===== config.mk =====
export PLATFORM = sky130hd
export DESIGN_NAME = mipsCore
export DESIGN_NICKNAME = d
export VERILOG_FILES = /design/src/design/mipsPkg.sv /design/src/design/fetchStage.sv /design/src/design/decodeStage.sv /design/src/design/hazardControl.sv /design/src/design/executeStage.sv /design/src/design/memoryStage.sv /design/src/design/mipsCore.sv
export SDC_FILE = /design/constraint.sdc
export NUM_CORES = 2
export LEC_CHECK = 0
export BUFFER_PORTS_ARGS = -buffer_cell sky130_fd_sc_hd__buf_2
export CAP_MARGIN = 20
export CELL_PAD_IN_SITES_DETAIL_PLACEMENT = 1
export CELL_PAD_IN_SITES_GLOBAL_PLACEMENT = 1
export CORE_MARGIN = 2
export CORE_UTILIZATION = 51
export CTS_BUF_LIST = sky130_fd_sc_hd__clkbuf_8
export DETAILED_ROUTE_END_ITERATION = 10
export MAX_ROUTING_LAYER = met4
export PLACE_DENSITY = 0.86
export SYNTH_ARGS = -nofsm -noshare
export SYNTH_HDL_FRONTEND = slang
export SYNTH_SLANG_ARGS = --single-unit

===== constraint.sdc =====
create_clock -name CLK -period 7.85 [get_ports CLK]
set_clock_uncertainty 0.05 [all_clocks]
set_input_delay 2.355 -clock CLK [delete_from_list [all_inputs] [get_ports CLK]]
set_output_delay 2.355 -clock CLK [all_outputs]
set_load 0.01 [all_outputs]

===== src/design/mipsPkg.sv =====
package mipsPkg;

    typedef logic [31:0] wordT;
    typedef logic [4:0]  regAddrT;

    // ------------------------------------------------------------------
    // Instruction encodings
    // ------------------------------------------------------------------
    typedef enum logic [5:0] {
        opSpecial = 6'h00,
        opBeq     = 6'h04,
        opBne     = 6'h05,
        opAddiu   = 6'h09,
        opOri     = 6'h0d,
        opLui     = 6'h0f,
        opLw      = 6'h23,
        opSw      = 6'h2b
    } opcodeT;

    typedef enum logic [5:0] {
        functSll  = 6'h00,
        functAddu = 6'h21,
        functSubu = 6'h23,
        functAnd  = 6'h24,
        functOr   = 6'h25,
        functSlt  = 6'h2a
    } functT;

    typedef enum logic [2:0] {
        aluAdd,
        aluSub,
        aluAnd,
        aluOr,
        aluSlt,
        aluSll,
        aluLui
    } aluOpT;

    typedef struct packed {
        opcodeT      opcode;
        regAddrT     rs;
        regAddrT     rt;
        regAddrT     rd;
        logic [4:0]  shamt;
        functT       funct;
    } rFieldsT;

    typedef struct packed {
        opcodeT      opcode;
        regAddrT     rs;
        regAddrT     rt;
        logic [15:0] imm;
    } iFieldsT;

    // Same fetched word seen as R-type or I-type
    typedef union packed {
        rFieldsT r;
        iFieldsT i;
    } instrT;

    typedef enum logic [1:0] {
        fwdReg,
        fwdExMem,
        fwdMemWb
    } fwdSelT;

    // ------------------------------------------------------------------
    // Pipeline registers and ports
    // ------------------------------------------------------------------
    typedef struct packed {
        instrT instr;
        wordT  pc;
        logic  valid;
    } ifIdT;

    typedef struct packed {
        logic       valid;
        wordT       pc;
        regAddrT    rs;
        regAddrT    rt;
        regAddrT    dest;
        wordT       opA;
        wordT       opB;
        wordT       imm;
        logic [4:0] shamt;
        aluOpT      aluOp;
        logic       useImm;
        logic       regWrite;
        logic       memRead;
        logic       memWrite;
        logic       isBranch;
        logic       branchOnEqual;
        wordT       branchOffset;
    } idExT;

    typedef struct packed {
        logic    valid;
        wordT    aluResult;
        wordT    storeData;
        regAddrT dest;
        logic    regWrite;
        logic    memRead;
        logic    memWrite;
        logic    branchTaken;
        wordT    branchTarget;
    } exMemT;

    typedef struct packed {
        regAddrT dest;
        logic    regWrite;
        wordT    result;
    } memWbT;

    typedef struct packed {
        wordT address;
        wordT writeData;
        logic read;
        logic write;
    } dataReqT;

    typedef struct packed {
        logic   stall;
        logic   flush;
        fwdSelT fwdA;
        fwdSelT fwdB;
    } hazardCtrlT;

endpackage


===== src/design/fetchStage.sv =====
`timescale 1ns/1ns

module fetchStage #(
    parameter mipsPkg::wordT RESET_PC = 32'h0000_0000
) (
    input  logic                CLK,
    input  logic                rstN,
    input  mipsPkg::hazardCtrlT ctrl,
    input  logic                redirect,
    input  mipsPkg::wordT       redirectPc,
    input  mipsPkg::instrT      instrIn,
    output mipsPkg::wordT       instrAddr,
    output mipsPkg::ifIdT       ifId
);

    mipsPkg::wordT pc;

    // Instruction memory answers in the same cycle
    assign instrAddr = pc;

    // Branch redirect wins over a load-use hold
    always_ff @(posedge CLK) begin
        if (!rstN) begin
            pc <= RESET_PC;
        end else if (redirect) begin
            pc <= redirectPc;
        end else if (!ctrl.stall) begin
            pc <= pc + 32'd4;
        end
    end

    // IF/ID
    always_ff @(posedge CLK) begin
        if (!rstN || ctrl.flush) begin
            ifId.valid <= 1'b0;
        end else if (!ctrl.stall) begin
            ifId.instr <= instrIn;
            ifId.pc    <= pc;
            ifId.valid <= 1'b1;
        end
    end

endmodule


===== src/design/decodeStage.sv =====
`timescale 1ns/1ns

module decodeStage (
    input  logic                CLK,
    input  logic                rstN,
    input  mipsPkg::hazardCtrlT ctrl,
    input  mipsPkg::ifIdT       ifId,
    input  mipsPkg::memWbT      memWb,
    output mipsPkg::idExT       idEx
);

    mipsPkg::wordT  regs [32];
    mipsPkg::instrT instr;
    mipsPkg::idExT  idExNext;

    // ------------------------------------------------------------------
    // Register file
    // ------------------------------------------------------------------
    always_ff @(posedge CLK) begin
        if (memWb.regWrite && memWb.dest != 5'd0) begin
            regs[memWb.dest] <= memWb.result;
        end
    end

    // r0 reads zero and a write in this cycle passes straight through
    function automatic mipsPkg::wordT readReg(mipsPkg::regAddrT addr);
        if (addr == 5'd0) begin
            return 32'h0;
        end else if (memWb.regWrite && memWb.dest == addr) begin
            return memWb.result;
        end
        return regs[addr];
    endfunction

    // ------------------------------------------------------------------
    // Decode
    // ------------------------------------------------------------------
    assign instr = ifId.instr;

    always_comb begin
        idExNext               = '0;
        idExNext.valid         = ifId.valid;
        idExNext.pc            = ifId.pc;
        idExNext.rs            = instr.r.rs;
        idExNext.rt            = instr.i.rt;
        idExNext.dest          = instr.r.rd;
        idExNext.opA           = readReg(instr.r.rs);
        idExNext.opB           = readReg(instr.i.rt);
        idExNext.imm           = {{16{instr.i.imm[15]}}, instr.i.imm};
        idExNext.shamt         = instr.r.shamt;
        idExNext.aluOp         = mipsPkg::aluAdd;
        idExNext.branchOffset  = {{14{instr.i.imm[15]}}, instr.i.imm, 2'b00};

        case (instr.r.opcode)
            mipsPkg::opSpecial: begin
                idExNext.regWrite = 1'b1;
                case (instr.r.funct)
                    mipsPkg::functAddu: idExNext.aluOp = mipsPkg::aluAdd;
                    mipsPkg::functSubu: idExNext.aluOp = mipsPkg::aluSub;
                    mipsPkg::functAnd:  idExNext.aluOp = mipsPkg::aluAnd;
                    mipsPkg::functOr:   idExNext.aluOp = mipsPkg::aluOr;
                    mipsPkg::functSlt:  idExNext.aluOp = mipsPkg::aluSlt;
                    mipsPkg::functSll:  idExNext.aluOp = mipsPkg::aluSll;
                    default:            idExNext.regWrite = 1'b0;
                endcase
            end
            mipsPkg::opAddiu: begin
                idExNext.useImm   = 1'b1;
                idExNext.regWrite = 1'b1;
                idExNext.dest     = instr.i.rt;
            end
            mipsPkg::opOri: begin
                // Logical immediate is zero-extended
                idExNext.imm      = {16'h0, instr.i.imm};
                idExNext.aluOp    = mipsPkg::aluOr;
                idExNext.useImm   = 1'b1;
                idExNext.regWrite = 1'b1;
                idExNext.dest     = instr.i.rt;
            end
            mipsPkg::opLui: begin
                idExNext.aluOp    = mipsPkg::aluLui;
                idExNext.useImm   = 1'b1;
                idExNext.regWrite = 1'b1;
                idExNext.dest     = instr.i.rt;
            end
            mipsPkg::opLw: begin
                idExNext.useImm   = 1'b1;
                idExNext.regWrite = 1'b1;
                idExNext.memRead  = 1'b1;
                idExNext.dest     = instr.i.rt;
            end
            mipsPkg::opSw: begin
                idExNext.useImm   = 1'b1;
                idExNext.memWrite = 1'b1;
            end
            mipsPkg::opBeq: begin
                idExNext.isBranch      = 1'b1;
                idExNext.branchOnEqual = 1'b1;
            end
            mipsPkg::opBne: idExNext.isBranch = 1'b1;
            default: ;
        endcase
    end

    // ID/EX takes an empty slot on stall or flush
    always_ff @(posedge CLK) begin
        if (!rstN || ctrl.stall || ctrl.flush || !ifId.valid) begin
            idEx.valid    <= 1'b0;
            idEx.regWrite <= 1'b0;
            idEx.memRead  <= 1'b0;
            idEx.memWrite <= 1'b0;
            idEx.isBranch <= 1'b0;
        end else begin
            idEx <= idExNext;
        end
    end

endmodule


===== src/design/hazardControl.sv =====
`timescale 1ns/1ns

module hazardControl (
    input  mipsPkg::ifIdT       ifId,
    input  mipsPkg::idExT       idEx,
    input  mipsPkg::exMemT      exMem,
    input  mipsPkg::memWbT      memWb,
    output mipsPkg::hazardCtrlT ctrl
);

    // Loads are excluded from EX/MEM forwarding because the load-use
    // stall moves them to MEM/WB before the consumer reaches EX
    function automatic mipsPkg::fwdSelT fwdFor(mipsPkg::regAddrT src);
        if (src != 5'd0 && exMem.valid && exMem.regWrite && !exMem.memRead
                && exMem.dest == src) begin
            return mipsPkg::fwdExMem;
        end else if (src != 5'd0 && memWb.regWrite && memWb.dest == src) begin
            return mipsPkg::fwdMemWb;
        end
        return mipsPkg::fwdReg;
    endfunction

    always_comb begin
        ctrl.stall = ifId.valid && idEx.memRead && idEx.dest != 5'd0
                     && (idEx.dest == ifId.instr.r.rs || idEx.dest == ifId.instr.i.rt);

        // Branch resolved taken in MEM squashes the three younger slots
        ctrl.flush = exMem.valid && exMem.branchTaken;

        ctrl.fwdA = fwdFor(idEx.rs);
        ctrl.fwdB = fwdFor(idEx.rt);
    end

endmodule


===== src/design/executeStage.sv =====
`timescale 1ns/1ns

module executeStage (
    input  logic                CLK,
    input  logic                rstN,
    input  mipsPkg::hazardCtrlT ctrl,
    input  mipsPkg::idExT       idEx,
    output mipsPkg::exMemT      exMem,
    input  mipsPkg::memWbT      memWb
);

    mipsPkg::wordT opA;
    mipsPkg::wordT opB;
    mipsPkg::wordT srcB;
    mipsPkg::wordT result;
    mipsPkg::wordT target;
    logic          taken;

    function automatic mipsPkg::wordT pickOperand(mipsPkg::fwdSelT sel,
                                                  mipsPkg::wordT regVal);
        case (sel)
            mipsPkg::fwdExMem: return exMem.aluResult;
            mipsPkg::fwdMemWb: return memWb.result;
            default:           return regVal;
        endcase
    endfunction

    // ------------------------------------------------------------------
    // ALU and branch compare
    // ------------------------------------------------------------------
    always_comb begin
        opA  = pickOperand(ctrl.fwdA, idEx.opA);
        opB  = pickOperand(ctrl.fwdB, idEx.opB);
        srcB = idEx.useImm ? idEx.imm : opB;

        case (idEx.aluOp)
            mipsPkg::aluSub: result = opA - srcB;
            mipsPkg::aluAnd: result = opA & srcB;
            mipsPkg::aluOr:  result = opA | srcB;
            mipsPkg::aluSlt: result = {31'h0, $signed(opA) < $signed(srcB)};
            mipsPkg::aluSll: result = opB << idEx.shamt;
            mipsPkg::aluLui: result = {srcB[15:0], 16'h0};
            default:         result = opA + srcB;
        endcase

        taken = idEx.isBranch && ((opA == opB) == idEx.branchOnEqual);
    end

    assign target = idEx.pc + 32'd4 + idEx.branchOffset;

    // EX/MEM
    always_ff @(posedge CLK) begin
        if (!rstN || ctrl.flush || !idEx.valid) begin
            exMem.valid       <= 1'b0;
            exMem.regWrite    <= 1'b0;
            exMem.memRead     <= 1'b0;
            exMem.memWrite    <= 1'b0;
            exMem.branchTaken <= 1'b0;
        end else begin
            exMem.valid        <= 1'b1;
            exMem.aluResult    <= result;
            exMem.storeData    <= opB;
            exMem.dest         <= idEx.dest;
            exMem.regWrite     <= idEx.regWrite;
            exMem.memRead      <= idEx.memRead;
            exMem.memWrite     <= idEx.memWrite;
            exMem.branchTaken  <= taken;
            exMem.branchTarget <= target;
        end
    end

endmodule


===== src/design/memoryStage.sv =====
`timescale 1ns/1ns

module memoryStage (
    input  logic             CLK,
    input  logic             rstN,
    input  mipsPkg::exMemT   exMem,
    input  mipsPkg::wordT    readData,
    output mipsPkg::dataReqT dataReq,
    output logic             redirect,
    output mipsPkg::wordT    redirectPc,
    output mipsPkg::memWbT   memWb
);

    // One strobe per memory instruction while it sits in EX/MEM
    always_comb begin
        dataReq.address   = exMem.aluResult;
        dataReq.writeData = exMem.storeData;
        dataReq.read      = exMem.valid && exMem.memRead;
        dataReq.write     = exMem.valid && exMem.memWrite;
    end

    assign redirect   = exMem.valid && exMem.branchTaken;
    assign redirectPc = exMem.branchTarget;

    // MEM/WB
    always_ff @(posedge CLK) begin
        if (!rstN) begin
            memWb.regWrite <= 1'b0;
        end else begin
            memWb.dest     <= exMem.dest;
            memWb.regWrite <= exMem.valid && exMem.regWrite;
            memWb.result   <= exMem.memRead ? readData : exMem.aluResult;
        end
    end

endmodule


===== src/design/mipsCore.sv =====
`timescale 1ns/1ns

module mipsCore #(
    parameter mipsPkg::wordT RESET_PC = 32'h0000_0000
) (
    input  logic             CLK,
    input  logic             rstN,
    input  mipsPkg::instrT   instrIn,
    input  mipsPkg::wordT    readData,
    output mipsPkg::wordT    instrAddr,
    output mipsPkg::dataReqT dataReq
);

    mipsPkg::ifIdT       ifId;
    mipsPkg::idExT       idEx;
    mipsPkg::exMemT      exMem;
    mipsPkg::memWbT      memWb;
    mipsPkg::hazardCtrlT ctrl;
    logic                redirect;
    mipsPkg::wordT       redirectPc;

    // ------------------------------------------------------------------
    // Pipeline stages
    // ------------------------------------------------------------------
    fetchStage #(
        .RESET_PC(RESET_PC)
    ) i_fetchStage (
        .CLK       (CLK),
        .rstN      (rstN),
        .ctrl      (ctrl),
        .redirect  (redirect),
        .redirectPc(redirectPc),
        .instrIn   (instrIn),
        .instrAddr (instrAddr),
        .ifId      (ifId)
    );

    decodeStage i_decodeStage (
        .CLK  (CLK),
        .rstN (rstN),
        .ctrl (ctrl),
        .ifId (ifId),
        .memWb(memWb),
        .idEx (idEx)
    );

    executeStage i_executeStage (
        .CLK  (CLK),
        .rstN (rstN),
        .ctrl (ctrl),
        .idEx (idEx),
        .exMem(exMem),
        .memWb(memWb)
    );

    memoryStage i_memoryStage (
        .CLK       (CLK),
        .rstN      (rstN),
        .exMem     (exMem),
        .readData  (readData),
        .dataReq   (dataReq),
        .redirect  (redirect),
        .redirectPc(redirectPc),
        .memWb     (memWb)
    );

    // Stall, flush and forwarding selects
    hazardControl i_hazardControl (
        .ifId (ifId),
        .idEx (idEx),
        .exMem(exMem),
        .memWb(memWb),
        .ctrl (ctrl)
    );

endmodule


==> results.cfg <==
[drt]
firstDrtPassIters = 6
route.met2.wl_um = 125000
drc = 0
num_vias = 49100
wl_met3_um = 32000
drt-initial-drc-count = 7677
wl_um = 263000
dr.max_layer_used = met4
antenna_left = 0
wl_met1_um = 88500
post_drt_via_cell_ratio = 7.17
wl_per_cell_um = 38.5

[setup_path]
cp-end-kind = flip-flop
cp-start-kind = flip-flop
r2r_slack_ns = 0.93
worst-setup-path-type = flip-flop to flip-flop
arrival_ns = 7.54
required_ns = 8.47
cp_max_fo = 34

[floorplan]
initial_utilization_pct = 51.3
core_mm2 = 0.141
io_pins = 164
die_y_um = 381
dieArea_mm2 = 0.145
die_w_um = 381
placementRows = 138

[clock_network]
cts_tree = yes
cts_buffer_depth = 3
cts_buffers = 226
cts.sinks = 1413
ctsHoldBuffers = 0
cts_max_level = 4
clockRootBuffer = clkbuf_8
cts_resized = 0
post_cts_buffers = 0
clkTransAtPathRegs_ns = 0.07
clkLatencyLatePin_ns = 1.03

[power_and_ir_drop]
swShare_pct = 28.1
p_leak_nw = 27.1
power.share.sequential_pct = 48.6
ir_worst_vdd_mv = 0.194
p_int_mw = 12.7
cellPowerDensity_mw_per_mm2 = 220
power_switching_mw = 4.96
comb_power_share_pct = 14.0
power.total_mw = 17.7
power_frac_clock_pct = 37.4

[final_layout]
final_nets = 4973
final_cells = 6844
drive_above_1_share_pct = 29.2
syn2layout_area_growth_pct = 10.9
final_cell_mix = edfxtp_1 (1,359), mux4_2 (666), clkbuf_8 (234)
mostFrequentLayoutCell = edfxtp_1
final_core_util_pct = 56.9

[timing]
setup_viol = 0
tns_ns = 0
period_share_pct = 88.2
rsz0062_at_grt = false
slew_headroom_pct = 26.3
hold_violations = 0
finalWorstSetupSlack_ns = 0.926
drv_slew = 0
worst_slew_pin_slew_ns = 1.11
finalCriticalPeriod_ns = 6.92
max_freq_mhz = 144

[synth]
async_flop_share_pct = 0
ys.flop_type = edfxtp_1
synth_edf_count = 1359
seq_area_frac_synth_pct = 57.8
ys_seq_elements = 1413
postSynthCellCount = 4537
syn_avg_cell_area_um2 = 16.0
synth_area_leader_cell = edfxtp_1
yosysUniqueCellTypes = 82
ys_top_cells_by_area = edfxtp_1 (56%), mux4_2 (21%), ha_1 (2.7%)
synth_top_area_share_pct = 56.3
synth_warnings = 0
syn_area_mm2 = 0.0724

[worst_hold_path]
worstHoldPathType = flip-flop to flip-flop

[run]
drv_cap = 0

[global_routing]
first_global_vias = 51000
grt-ovfl-total = 0
antenna_found_initial = 9
grt_pass1_wl_um = 377000
grt_max_degree = 124
grt.total_usage_pct = 37.3

[placement]
dp.cells = 6402
dp_hpwl_um = 158000
portBuffers = 163
place_ws_ns = 0.990
gp_congestion = 1.07

[run_status]
status = completed
==> cell type report <==
type / instances / area, um2
antenna: 12 / 30.0
clock buffer: 234 / 3220
clock inverter: 186 / 1320
fill: 13100 / 60900
inverter: 151 / 571
multi-input combinational: 2636 / 28700
sequential: 1413 / 41900
tap: 1890 / 2360
timing repair buffer: 322 / 2260
==> critical path: stages (launching register included) <==
cell and delay [ns]:
edfxtp_1 0.46, or4_4 0.61, o211ai_4 0.16, buf_4 0.37
or2_2 0.51, buf_4 0.45, a31o_2 0.31, o21ai_0 0.27
ha_1 0.36, fa_1 0.49, o21bai_1 0.29, a211oi_1 0.18
nor4_1 0.48, o32ai_1 0.15, buf_4 0.19, nor4_1 0.45
o221a_2 0.35, a221oi_1 0.14, o21ai_0 0.22, a31oi_1 0.12
==> power by group through the flow <==
stage | combinational (mW) | sequential, mW | clock, mW
2_1_floorplan | 1.61 | 8.65 | 0
3_3_place_gp | 2.27 | 8.74 | 0
3_5_place_dp | 2.34 | 8.75 | 0
4_1_cts | 2.38 | 8.59 | 6.65
5_1_grt | 2.58 | 8.58 | 6.93
6_report | 2.48 | 8.58 | 6.61
==> synth_stat cells (100+ instances only) <==
cell type	count
edfxtp_1	1359
nor2_1	256
a21oi_1	138
a211oi_1	101
mux4_2	666
nand2_1	129
clkbuf_1	218
mux2i_1	100
inv_1	143
ha_1	154
nor3_1	106
o21ai_0	165
==> layer usage <==
layer,up-vias,GRT usage [%]
li1,19000,-
met1,25100,45.1
met2,4058,56.7
met3,961,9.74
met4,0,22.4
met5,-,-
==> state kept, by name, indices dropped and copies added (netlist names), named ones only <==
name and cells:
i_memoryStage.memWb 38, i_decodeStage.idEx 138, i_decodeStage.regs 1024, i_executeStage.exMem 106
i_fetchStage.ifId 65, i_fetchStage.instrAddr 32
==> logic make-up after synthesis <==
family / after synthesis / share of synthesized area, %
AO/OA/AOI/OAI: 741 / 6.91
AND/OR/NAND/NOR: 754 / 4.89
buffers and inverters: 519 / 3.09
multiplexers: 820 / 22.9
adder cells (fa/ha/maj): 157 / 2.74
flip-flops: 1413 / 57.8
other: 1 / 0.00518
XOR/XNOR: 132 / 1.60
==> final timing paths <==
check	startpoint	endpoint	depth (start not counted)
hold / removal	i_fetchStage.ifId[31]$_DFFE_PP_	i_decodeStage.idEx[187]$_DFFE_PN_	0
setup reg to reg	i_decodeStage.idEx[148]$_DFFE_PN_	i_executeStage.exMem[73]$_DFFE_PP_	19
setup / recovery	i_decodeStage.idEx[148]$_DFFE_PN_	i_executeStage.exMem[73]$_DFFE_PP_	19
hold reg to reg	i_fetchStage.ifId[31]$_DFFE_PP_	i_decodeStage.idEx[187]$_DFFE_PN_	0
==> stage by stage <==
step                hold slack (ns)  instance area (um2)
finish                        0.367                80400
global route                  0.375                80300
CTS                           0.368                80100
detailed placement            0.356                75500
global placement              0.350                75500
floorplan                     0.350                72600
No activity file was read; power rests on OpenSTA's default activity.
